[config.mk]
export PLATFORM = sky130hd
export DESIGN_NAME = sat_mem_ctrl_top
export DESIGN_NICKNAME = d
export VERILOG_FILES = /design/src/source/sat_mem_pkg.sv /design/src/source/table_port_if.sv /design/src/source/axi_read_ctrl.sv /design/src/source/axi_write_ctrl.sv /design/src/source/sat_mem_ctrl_top.sv /design/src/source/table_bank.sv
export SDC_FILE = /design/constraint.sdc
export NUM_CORES = 2
export LEC_CHECK = 0
export ABC_AREA = 1
export BUFFER_PORTS_ARGS = -buffer_cell sky130_fd_sc_hd__buf_2
export CAP_MARGIN = 20
export CORE_MARGIN = 4
export CORE_UTILIZATION = 60
export DETAILED_ROUTE_END_ITERATION = 8
export HOLD_SLACK_MARGIN = 0.12
export MAX_ROUTING_LAYER = met4
export PLACE_DENSITY = 0.77
export SETUP_SLACK_MARGIN = 0.5
export SYNTH_ARGS = -nofsm -noshare
export SYNTH_HDL_FRONTEND = slang
export SYNTH_SLANG_ARGS = --single-unit
[constraint.sdc]
create_clock -name clk_i -period 89.7 [get_ports clk_i]
set_clock_uncertainty 0.05 [all_clocks]
set_input_delay 17.94 -clock clk_i [delete_from_list [all_inputs] [get_ports clk_i]]
set_output_delay 17.94 -clock clk_i [all_outputs]
set_load 0.01 [all_outputs]
[src/source/sat_mem_pkg.sv]
package sat_mem_pkg;

    // AXI channel fields
    typedef logic [3:0]  axi_id_t;
    typedef logic [31:0] axi_addr_t;
    typedef logic [31:0] axi_data_t;
    typedef logic [7:0]  axi_len_t;
    typedef logic [2:0]  axi_size_t;
    typedef logic [1:0]  axi_burst_t;
    typedef logic [1:0]  axi_resp_t;

    // ATT entry holds an 11-bit field above a 20-bit field
    typedef logic [30:0] att_entry_t;

    // Entry index inside one region
    typedef logic [5:0]  table_index_t;

    localparam axi_resp_t RESP_OKAY   = 2'b00;
    localparam axi_resp_t RESP_SLVERR = 2'b10;

    // Only INCR bursts of 4-byte beats are served
    localparam axi_burst_t BURST_INCR    = 2'b01;
    localparam axi_size_t  BEAT_SIZE     = 3'd2;
    localparam int         MAX_BURST_LEN = 16;

    // Address map
    localparam axi_addr_t ATT_BASE     = 32'h0000_0000;
    localparam axi_addr_t VARCL1_BASE  = 32'h0000_1000;
    localparam axi_addr_t VARCL2_BASE  = 32'h0000_2000;
    localparam axi_addr_t REGION_BYTES = 32'h0000_0100;
    localparam int        TABLE_DEPTH  = 64;

    // Legality of a burst from its address channel fields
    function automatic logic burst_legal(
        axi_len_t   len,
        axi_size_t  size,
        axi_burst_t burst
    );
        return (burst == BURST_INCR) && (size == BEAT_SIZE) && (int'(len) < MAX_BURST_LEN);
    endfunction

endpackage

[src/source/table_port_if.sv]
`timescale 1ns/1ns

// One access per req, answered a cycle later by the bank
interface table_port_if;

    logic                   req;
    sat_mem_pkg::axi_addr_t addr;
    sat_mem_pkg::axi_data_t wdata;
    sat_mem_pkg::axi_data_t rdata;
    logic                   err;

    modport ctrl (
        output req,
        output addr,
        output wdata,
        input  rdata,
        input  err
    );

    modport bank (
        input  req,
        input  addr,
        input  wdata,
        output rdata,
        output err
    );

endinterface

[src/source/axi_read_ctrl.sv]
`timescale 1ns/1ns

module axi_read_ctrl (
    input  logic                    clk_i,
    input  logic                    rst_i,
    input  sat_mem_pkg::axi_id_t    arid_i,
    input  sat_mem_pkg::axi_addr_t  araddr_i,
    input  sat_mem_pkg::axi_len_t   arlen_i,
    input  sat_mem_pkg::axi_size_t  arsize_i,
    input  sat_mem_pkg::axi_burst_t arburst_i,
    input  logic                    arvalid_i,
    output logic                    arready_o,
    output sat_mem_pkg::axi_id_t    rid_o,
    output sat_mem_pkg::axi_data_t  rdata_o,
    output sat_mem_pkg::axi_resp_t  rresp_o,
    output logic                    rlast_o,
    output logic                    rvalid_o,
    input  logic                    rready_i,
    table_port_if.ctrl              rd_port
);

    typedef enum logic [1:0] {R_IDLE, R_REQ, R_WAIT, R_DATA} rd_state_t;

    rd_state_t               state_q;
    sat_mem_pkg::axi_id_t    id_q;
    sat_mem_pkg::axi_addr_t  addr_q;
    sat_mem_pkg::axi_len_t   len_q;
    sat_mem_pkg::axi_size_t  size_q;
    sat_mem_pkg::axi_burst_t burst_q;
    sat_mem_pkg::axi_len_t   beat_q;
    logic                    burst_bad;
    logic                    beat_err;
    logic                    ar_fire;
    logic                    r_fire;

    assign ar_fire   = arvalid_i && arready_o;
    assign r_fire    = rvalid_o && rready_i;
    assign burst_bad = !sat_mem_pkg::burst_legal(len_q, size_q, burst_q);
    assign beat_err  = burst_bad || rd_port.err;

    // One beat in flight, so the request comes straight from the state
    assign rd_port.req   = (state_q == R_REQ);
    assign rd_port.addr  = addr_q + (sat_mem_pkg::axi_addr_t'(beat_q) << 2);
    assign rd_port.wdata = '0;

    always_ff @(posedge clk_i or posedge rst_i) begin
        if (rst_i) begin
            state_q   <= R_IDLE;
            arready_o <= 1'b0;
            rvalid_o  <= 1'b0;
            rlast_o   <= 1'b0;
            beat_q    <= '0;
        end else begin
            case (state_q)
                R_IDLE: begin
                    arready_o <= !ar_fire;
                    if (ar_fire) begin
                        state_q <= R_REQ;
                        beat_q  <= '0;
                    end
                end
                R_REQ: state_q <= R_WAIT;
                R_WAIT: begin
                    rvalid_o <= 1'b1;
                    rlast_o  <= (beat_q == len_q);
                    state_q  <= R_DATA;
                end
                R_DATA: begin
                    if (r_fire) begin
                        rvalid_o <= 1'b0;
                        rlast_o  <= 1'b0;
                        beat_q   <= beat_q + 1'b1;
                        if (rlast_o) begin
                            arready_o <= 1'b1;
                            state_q   <= R_IDLE;
                        end else begin
                            state_q <= R_REQ;
                        end
                    end
                end
                default: state_q <= R_IDLE;
            endcase
        end
    end

    // Burst fields and the R channel payload
    always_ff @(posedge clk_i) begin
        if (ar_fire) begin
            id_q    <= arid_i;
            addr_q  <= araddr_i;
            len_q   <= arlen_i;
            size_q  <= arsize_i;
            burst_q <= arburst_i;
        end
        if (state_q == R_WAIT) begin
            rid_o   <= id_q;
            rdata_o <= beat_err ? '0 : rd_port.rdata;
            rresp_o <= beat_err ? sat_mem_pkg::RESP_SLVERR : sat_mem_pkg::RESP_OKAY;
        end
    end

    r_stable_a: assert property (@(posedge clk_i) disable iff (rst_i)
        rvalid_o && !rready_i |=> $stable(rdata_o) && $stable(rresp_o) && $stable(rlast_o));

endmodule

[src/source/axi_write_ctrl.sv]
`timescale 1ns/1ns

module axi_write_ctrl (
    input  logic                    clk_i,
    input  logic                    rst_i,
    input  sat_mem_pkg::axi_id_t    awid_i,
    input  sat_mem_pkg::axi_addr_t  awaddr_i,
    input  sat_mem_pkg::axi_len_t   awlen_i,
    input  sat_mem_pkg::axi_size_t  awsize_i,
    input  sat_mem_pkg::axi_burst_t awburst_i,
    input  logic                    awvalid_i,
    output logic                    awready_o,
    input  sat_mem_pkg::axi_data_t  wdata_i,
    input  logic                    wlast_i,
    input  logic                    wvalid_i,
    output logic                    wready_o,
    output sat_mem_pkg::axi_id_t    bid_o,
    output sat_mem_pkg::axi_resp_t  bresp_o,
    output logic                    bvalid_o,
    input  logic                    bready_i,
    table_port_if.ctrl              wr_port
);

    // W_REQ and W_CHECK cover the bank round trip of the last beat
    typedef enum logic [2:0] {W_IDLE, W_DATA, W_REQ, W_CHECK, W_RESP} wr_state_t;

    wr_state_t               state_q;
    sat_mem_pkg::axi_id_t    id_q;
    sat_mem_pkg::axi_addr_t  addr_q;
    sat_mem_pkg::axi_len_t   len_q;
    sat_mem_pkg::axi_size_t  size_q;
    sat_mem_pkg::axi_burst_t burst_q;
    sat_mem_pkg::axi_len_t   beat_q;
    sat_mem_pkg::axi_resp_t  resp_q;
    sat_mem_pkg::axi_resp_t  resp_next;
    logic                    check_q;
    logic                    burst_bad;
    logic                    aw_fire;
    logic                    w_fire;
    logic                    b_fire;

    assign aw_fire   = awvalid_i && awready_o;
    assign w_fire    = wvalid_i && wready_o;
    assign b_fire    = bvalid_o && bready_i;
    assign burst_bad = !sat_mem_pkg::burst_legal(len_q, size_q, burst_q);

    // Bank err is valid the cycle after a req
    assign resp_next = (check_q && wr_port.err) ? sat_mem_pkg::RESP_SLVERR : resp_q;

    always_ff @(posedge clk_i or posedge rst_i) begin
        if (rst_i) begin
            state_q     <= W_IDLE;
            awready_o   <= 1'b0;
            wready_o    <= 1'b0;
            bvalid_o    <= 1'b0;
            wr_port.req <= 1'b0;
            check_q     <= 1'b0;
            beat_q      <= '0;
            resp_q      <= sat_mem_pkg::RESP_OKAY;
        end else begin
            wr_port.req <= w_fire && !burst_bad;
            check_q     <= wr_port.req;
            resp_q      <= resp_next;
            case (state_q)
                W_IDLE: begin
                    awready_o <= !aw_fire;
                    if (aw_fire) begin
                        state_q  <= W_DATA;
                        wready_o <= 1'b1;
                        beat_q   <= '0;
                        resp_q   <= sat_mem_pkg::RESP_OKAY;
                    end
                end
                W_DATA: begin
                    if (burst_bad) begin
                        resp_q <= sat_mem_pkg::RESP_SLVERR;
                    end
                    if (w_fire) begin
                        beat_q <= beat_q + 1'b1;
                        if (wlast_i) begin
                            wready_o <= 1'b0;
                            state_q  <= W_REQ;
                        end
                    end
                end
                W_REQ: state_q <= W_CHECK;
                W_CHECK: begin
                    bvalid_o <= 1'b1;
                    state_q  <= W_RESP;
                end
                W_RESP: begin
                    if (b_fire) begin
                        bvalid_o  <= 1'b0;
                        awready_o <= 1'b1;
                        state_q   <= W_IDLE;
                    end
                end
                default: state_q <= W_IDLE;
            endcase
        end
    end

    // Burst fields, beat payload and the B channel payload
    always_ff @(posedge clk_i) begin
        if (aw_fire) begin
            id_q    <= awid_i;
            addr_q  <= awaddr_i;
            len_q   <= awlen_i;
            size_q  <= awsize_i;
            burst_q <= awburst_i;
        end
        if (w_fire) begin
            wr_port.addr  <= addr_q + (sat_mem_pkg::axi_addr_t'(beat_q) << 2);
            wr_port.wdata <= wdata_i;
        end
        if (state_q == W_CHECK) begin
            bid_o   <= id_q;
            bresp_o <= resp_next;
        end
    end

    bvalid_held_a: assert property (@(posedge clk_i) disable iff (rst_i)
        bvalid_o && !bready_i |=> bvalid_o && $stable(bresp_o) && $stable(bid_o));

endmodule

[src/source/sat_mem_ctrl_top.sv]
`timescale 1ns/1ns

module sat_mem_ctrl_top (
    input  logic                    clk_i,
    input  logic                    rst_i,
    input  sat_mem_pkg::axi_id_t    awid_i,
    input  sat_mem_pkg::axi_addr_t  awaddr_i,
    input  sat_mem_pkg::axi_len_t   awlen_i,
    input  sat_mem_pkg::axi_size_t  awsize_i,
    input  sat_mem_pkg::axi_burst_t awburst_i,
    input  logic                    awvalid_i,
    output logic                    awready_o,
    input  sat_mem_pkg::axi_data_t  wdata_i,
    input  logic                    wlast_i,
    input  logic                    wvalid_i,
    output logic                    wready_o,
    output sat_mem_pkg::axi_id_t    bid_o,
    output sat_mem_pkg::axi_resp_t  bresp_o,
    output logic                    bvalid_o,
    input  logic                    bready_i,
    input  sat_mem_pkg::axi_id_t    arid_i,
    input  sat_mem_pkg::axi_addr_t  araddr_i,
    input  sat_mem_pkg::axi_len_t   arlen_i,
    input  sat_mem_pkg::axi_size_t  arsize_i,
    input  sat_mem_pkg::axi_burst_t arburst_i,
    input  logic                    arvalid_i,
    output logic                    arready_o,
    output sat_mem_pkg::axi_id_t    rid_o,
    output sat_mem_pkg::axi_data_t  rdata_o,
    output sat_mem_pkg::axi_resp_t  rresp_o,
    output logic                    rlast_o,
    output logic                    rvalid_o,
    input  logic                    rready_i
);

    table_port_if wr_port ();
    table_port_if rd_port ();

    axi_write_ctrl i_write_ctrl (
        .clk_i     (clk_i),
        .rst_i     (rst_i),
        .awid_i    (awid_i),
        .awaddr_i  (awaddr_i),
        .awlen_i   (awlen_i),
        .awsize_i  (awsize_i),
        .awburst_i (awburst_i),
        .awvalid_i (awvalid_i),
        .awready_o (awready_o),
        .wdata_i   (wdata_i),
        .wlast_i   (wlast_i),
        .wvalid_i  (wvalid_i),
        .wready_o  (wready_o),
        .bid_o     (bid_o),
        .bresp_o   (bresp_o),
        .bvalid_o  (bvalid_o),
        .bready_i  (bready_i),
        .wr_port   (wr_port)
    );

    axi_read_ctrl i_read_ctrl (
        .clk_i     (clk_i),
        .rst_i     (rst_i),
        .arid_i    (arid_i),
        .araddr_i  (araddr_i),
        .arlen_i   (arlen_i),
        .arsize_i  (arsize_i),
        .arburst_i (arburst_i),
        .arvalid_i (arvalid_i),
        .arready_o (arready_o),
        .rid_o     (rid_o),
        .rdata_o   (rdata_o),
        .rresp_o   (rresp_o),
        .rlast_o   (rlast_o),
        .rvalid_o  (rvalid_o),
        .rready_i  (rready_i),
        .rd_port   (rd_port)
    );

    table_bank i_table_bank (
        .clk_i   (clk_i),
        .rst_i   (rst_i),
        .wr_port (wr_port),
        .rd_port (rd_port)
    );

endmodule

[src/source/table_bank.sv]
`timescale 1ns/1ns

module table_bank (
    input  logic       clk_i,
    input  logic       rst_i,
    table_port_if.bank wr_port,
    table_port_if.bank rd_port
);

    sat_mem_pkg::att_entry_t    att_mem [sat_mem_pkg::TABLE_DEPTH];
    logic [sat_mem_pkg::TABLE_DEPTH-1:0] varcl1_mem;
    logic [sat_mem_pkg::TABLE_DEPTH-1:0] varcl2_mem;
    logic                       wr_att, wr_cl1, wr_cl2;
    logic                       rd_att, rd_cl1, rd_cl2;
    sat_mem_pkg::table_index_t  wr_idx;
    sat_mem_pkg::table_index_t  rd_idx;
    sat_mem_pkg::axi_data_t     wr_value;
    sat_mem_pkg::axi_data_t     rd_value;

    function automatic logic in_region(
        sat_mem_pkg::axi_addr_t addr,
        sat_mem_pkg::axi_addr_t base
    );
        return (addr >= base) && (addr < base + sat_mem_pkg::REGION_BYTES);
    endfunction

    // Word index of the address within its region
    function automatic sat_mem_pkg::table_index_t entry_index(
        sat_mem_pkg::axi_addr_t addr,
        sat_mem_pkg::axi_addr_t base
    );
        sat_mem_pkg::axi_addr_t offset;
        offset = addr - base;
        return sat_mem_pkg::table_index_t'(offset >> 2);
    endfunction

    assign wr_att = in_region(wr_port.addr, sat_mem_pkg::ATT_BASE);
    assign wr_cl1 = in_region(wr_port.addr, sat_mem_pkg::VARCL1_BASE);
    assign wr_cl2 = in_region(wr_port.addr, sat_mem_pkg::VARCL2_BASE);
    assign rd_att = in_region(rd_port.addr, sat_mem_pkg::ATT_BASE);
    assign rd_cl1 = in_region(rd_port.addr, sat_mem_pkg::VARCL1_BASE);
    assign rd_cl2 = in_region(rd_port.addr, sat_mem_pkg::VARCL2_BASE);

    // Regions are the same size, so any base gives the same index
    assign wr_idx = entry_index(wr_port.addr, wr_port.addr & ~(sat_mem_pkg::REGION_BYTES - 1));
    assign rd_idx = entry_index(rd_port.addr, rd_port.addr & ~(sat_mem_pkg::REGION_BYTES - 1));

    // Value as stored, zero-extended
    assign wr_value = wr_att ? sat_mem_pkg::axi_data_t'(sat_mem_pkg::att_entry_t'(wr_port.wdata))
                             : sat_mem_pkg::axi_data_t'(wr_port.wdata[0]);

    always_comb begin
        rd_value = '0;
        if (rd_att) begin
            rd_value = sat_mem_pkg::axi_data_t'(att_mem[rd_idx]);
        end else if (rd_cl1) begin
            rd_value = sat_mem_pkg::axi_data_t'(varcl1_mem[rd_idx]);
        end else if (rd_cl2) begin
            rd_value = sat_mem_pkg::axi_data_t'(varcl2_mem[rd_idx]);
        end
        // Write first, read second
        if (wr_port.req && (wr_idx == rd_idx) &&
            ((wr_att && rd_att) || (wr_cl1 && rd_cl1) || (wr_cl2 && rd_cl2))) begin
            rd_value = wr_value;
        end
    end

    always_ff @(posedge clk_i or posedge rst_i) begin
        if (rst_i) begin
            for (int i = 0; i < sat_mem_pkg::TABLE_DEPTH; i++) begin
                att_mem[i] <= '0;
            end
            varcl1_mem <= '0;
            varcl2_mem <= '0;
        end else if (wr_port.req) begin
            if (wr_att) begin
                att_mem[wr_idx] <= sat_mem_pkg::att_entry_t'(wr_port.wdata);
            end else if (wr_cl1) begin
                varcl1_mem[wr_idx] <= wr_port.wdata[0];
            end else if (wr_cl2) begin
                varcl2_mem[wr_idx] <= wr_port.wdata[0];
            end
        end
    end

    always_ff @(posedge clk_i or posedge rst_i) begin
        if (rst_i) begin
            wr_port.err   <= 1'b0;
            rd_port.err   <= 1'b0;
            rd_port.rdata <= '0;
        end else begin
            if (wr_port.req) begin
                wr_port.err <= !(wr_att || wr_cl1 || wr_cl2);
            end
            if (rd_port.req) begin
                rd_port.err   <= !(rd_att || rd_cl1 || rd_cl2);
                rd_port.rdata <= rd_value;
            end
        end
    end

    // Write port carries no read data
    assign wr_port.rdata = '0;

    rd_hold_a: assert property (@(posedge clk_i) disable iff (rst_i)
        !rd_port.req |=> $stable(rd_port.err) && $stable(rd_port.rdata));

    wr_hold_a: assert property (@(posedge clk_i) disable iff (rst_i)
        !wr_port.req |=> $stable(wr_port.err));

endmodule

==> results.toml <==
[sta]
fin_crit_sh_pct = 24.05
tightest_slew_ns = 1.064
slew_headroom_pct = 29.01
finalHoldViolations = 0
finalCriticalPeriod_ns = 21.57
max_freq_mhz = 46.36
fin_setup_tns_ns = 0
setup_viol = 0
rsz0062_at_grt = "false"
drv_slew = 0

[pwr]
leakagePower_nw = 51.90
peakVddDrop_v = 0.00003451
p_per_area_nw_per_um2 = 30.36

[setup_path]
slowest_stage = "buf_4"
crit_path_frequent_cell = "buf_4"
worstPathMaxFanout = 172
critical_path.startpoint = "rst_i"
crit_arrival_ns = 22.37
path_class = "in -> async"
path_delay_family = "buffers and inverters"
path_cells = "buf_2 -> inv_8 -> buf_12 -> buf_4 -> buf_4 -> buf_4 -> buf_12"
rrSetupSlack_ns = 82.77
slowest_delay_ns = 0.80
cp.required_ns = 90.50
endpoint_kind = "asynchronous set/reset pin"
timing.rr.end = "i_table_bank.rd_port.rdata[20]$_DFFE_PP0N_"
timing.rr.start = "i_read_ctrl.beat_q[0]$_DFFE_PP0P_"
reg2regPathDepth = 16
start_kind = "primary input"
cp_num_buf_inv = 7

[cts]
cts_num_sinks = 2369
htree_levels = 4
insertion_delay_ns = 0.86
post_cts_buffers = 0
cts_buffer_depth = 3
cts_tree = "done"
cts_hold_buffers = 0
cts_resized = 0
clockRootBuffer = "clkbuf_16"
numCtsBuffers = 230
clk_pin_slew_ns = 0.06

[status]
failed_checks = "DRC"
outcome = "finished with violations"

[worst_hold_path]
holdPathEnd = "i_write_ctrl.bid_o[3]$_DFFE_PP_"
min-delay-start = "i_write_ctrl.id_q[3]$_DFFE_PP_"
hold_path_depth = 0
hold_path.class = "reg -> reg"

[placed_design]
numPortBuffers = 176
gp_congestion = 0.9252
place_area_um2 = 108100
dp_hpwl_mm = 177.7

[detailed_routing]
vias_per_cell = 6.276
drt_iter0_drc = 11880
num_vias = 92180
drt-wirelength-per-cell_um = 22.29
finalWirelength_mm = 327.4
first_pass_iters = 9
detail-route-antenna-nets = 0
drcViolationCount = 4

[synth]
seq_area_frac_synth_pct = 56.47
synth_seq_cells = 2369
synthFlopType = "dfrtp_1"
synth_area_um2 = 106700
avgSynthCellArea_um2 = 8.438
synth_edf_count = 193
synth_top_area_cell = "dfrtp_1"
synthArstFlopShare_pct = 91.85
synth_cells = 12640
ys_types = 47
yosysTopAreaCellShare_pct = 51.04
synth-warning-count = 0
netlist_top_cells_area = "dfrtp_1 (51%), o21ai_0 (13%), nand2_1 (13%)"

[grt]
grt_max_degree = 180
grt_pass1_vias = 88550
grt_pass1_wl_mm = 506.1
antenna_found_initial = 8
gr-usage-all-layers_pct = 35.91
grt_overflow = 0

[finish]
final_nets = 12310
drive_gt1_share_pct = 7.055
design_area_um2 = 116100
syn_to_final_growth_pct = 8.815

[floorplan]
core_um2 = 176500
die_h_um = 429.7
start_util_pct = 60.45
die_area_um2 = 184600
pin_count = 188
rows = 154
die-width_um = 429.7

[flow_run]
drv_cap = 0
==> Yosys cell counts, drive strengths merged (32+ instances only) <==
cell / instances
nand2: 3642
o21ai: 2814
dfrtp: 2176
clkbuf: 1005
nor2: 870
nand3: 603
inv: 358
o221ai: 245
edfxtp: 193
a21oi: 148
a31oi: 114
a32o: 112
buf: 82
o22ai: 54
xor2: 36
clkinv: 33
nor3: 33
mux2i: 32
==> where the power goes <==
group | switching [mW] | internal, mW
Clock | 0.418 | 0.577
Sequential | 0.0152 | 1.11
Combinational | 1.06 | 0.348
Total | 1.49 | 2.03
==> worst reg2reg max path, cell delays in order, from the launching register on <==
cell	delay (ns)
dfrtp_1	0.48
ha_4	0.47
inv_8	0.63
buf_4	0.81
buf_4	0.83
buf_4	0.85
buf_4	0.77
o21ai_0	0.20
o221ai_1	0.23
nand2_1	0.11
nand2_1	0.07
nand3_1	0.39
nand3_1	0.38
nand3_1	0.26
nand2_1	0.16
nand3_1	0.09
nand2_1	0.07
==> stage by stage <==
stage	cells	power, mW	util (%)	hold slack [ns]	setup slack (ns)
final	14690	3.524	65.77	0.3687	68.13
after floorplan	12640	2.011	-	0.3388	10.23
after detailed placement	14250	2.492	61.26	0.3581	66.51
after global placement	14250	2.473	61.25	0.3516	66.60
after CTS	14680	3.484	65.67	0.3714	67.41
after global routing	14690	3.661	65.77	0.3854	67.52
==> sequential cells by signal, indices dropped and copies added (netlist names), 3 cells and up <==
name / cells
i_table_bank.att_mem: 1984
i_table_bank.varcl1_mem: 64
i_table_bank.varcl2_mem: 64
i_read_ctrl.rdata_o: 31
i_table_bank.rd_port.rdata: 31
i_write_ctrl.wr_port.wdata: 31
i_read_ctrl.addr_q: 30
i_write_ctrl.addr_q: 30
i_write_ctrl.wr_port.addr: 30
i_read_ctrl.beat_q: 8
i_read_ctrl.len_q: 8
i_write_ctrl.beat_q: 8
i_read_ctrl.id_q: 4
i_read_ctrl.rid_o: 4
i_write_ctrl.bid_o: 4
i_write_ctrl.id_q: 4
i_write_ctrl.len_q: 4
i_read_ctrl.size_q: 3
i_write_ctrl.size_q: 3
i_write_ctrl.state_q: 3
==> routing by layer <==
| metal | global-route usage [%] | part of all wire [%] |
|---|---|---|
| met5 | - | 0 |
| met4 | 21.76 | 7.1 |
| met3 | 7.576 | 10 |
| met2 | 54.37 | 45 |
| met1 | 44.71 | 37 |
==> area by class of cell <==
cell class,count,area [µm²]
fillers,14110,60410
flip-flops and latches,2369,60250
multi-input cells,8797,41070
clock buffers,353,6947
well taps,2340,2928
repair buffers,360,2542
inverters,391,1505
clock inverters,75,849.6
diodes,2,5.005
==> kinds of logic after synthesis <==
family	Yosys count	share of synthesized area [%]
flops	2369	56.47
compound gates	3493	17.99
buf+inv	1478	5.293
xor+xnor	47	0.3929
mux	32	0.3002
fa+ha+maj	25	0.3073
simple gates	5198	19.24
other cells	1	0.003515
==> worst max path at each step <==
| stage | end | slack (ns) | cells after the start |
|---|---|---|---|
| floorplan | i_read_ctrl.arready_o$_DFFE_PP0P_ | 10.23 | 1 |
| global placement | i_table_bank.att_mem[1654]$_DFFE_PP0P_ | 66.60 | 7 |
| detailed placement | i_table_bank.att_mem[1685]$_DFFE_PP0P_ | 66.51 | 7 |
| CTS | i_table_bank.att_mem[1655]$_DFFE_PP0P_ | 67.41 | 7 |
| global route | i_table_bank.att_mem[1725]$_DFFE_PP0P_ | 67.52 | 7 |
| finish | i_table_bank.att_mem[1499]$_DFFE_PP0P_ | 68.13 | 7 |
==> layout by cell type (no fill, tap or decap), types with 54 or more instances in the layout <==
cell type and count:
nand2_1 3573, o21ai_0 2813, dfrtp_1 2176, nor2_1 861, nand3_1 598, inv_1 338
o221ai_1 245, clkbuf_16 239, edfxtp_1 193, buf_2 176, buf_4 164, a21oi_1 148
a31oi_1 114, a32o_1 112, nand2_2 66, clkbuf_1 59, o22ai_1 54
No activity file was read; power rests on OpenSTA's default activity.
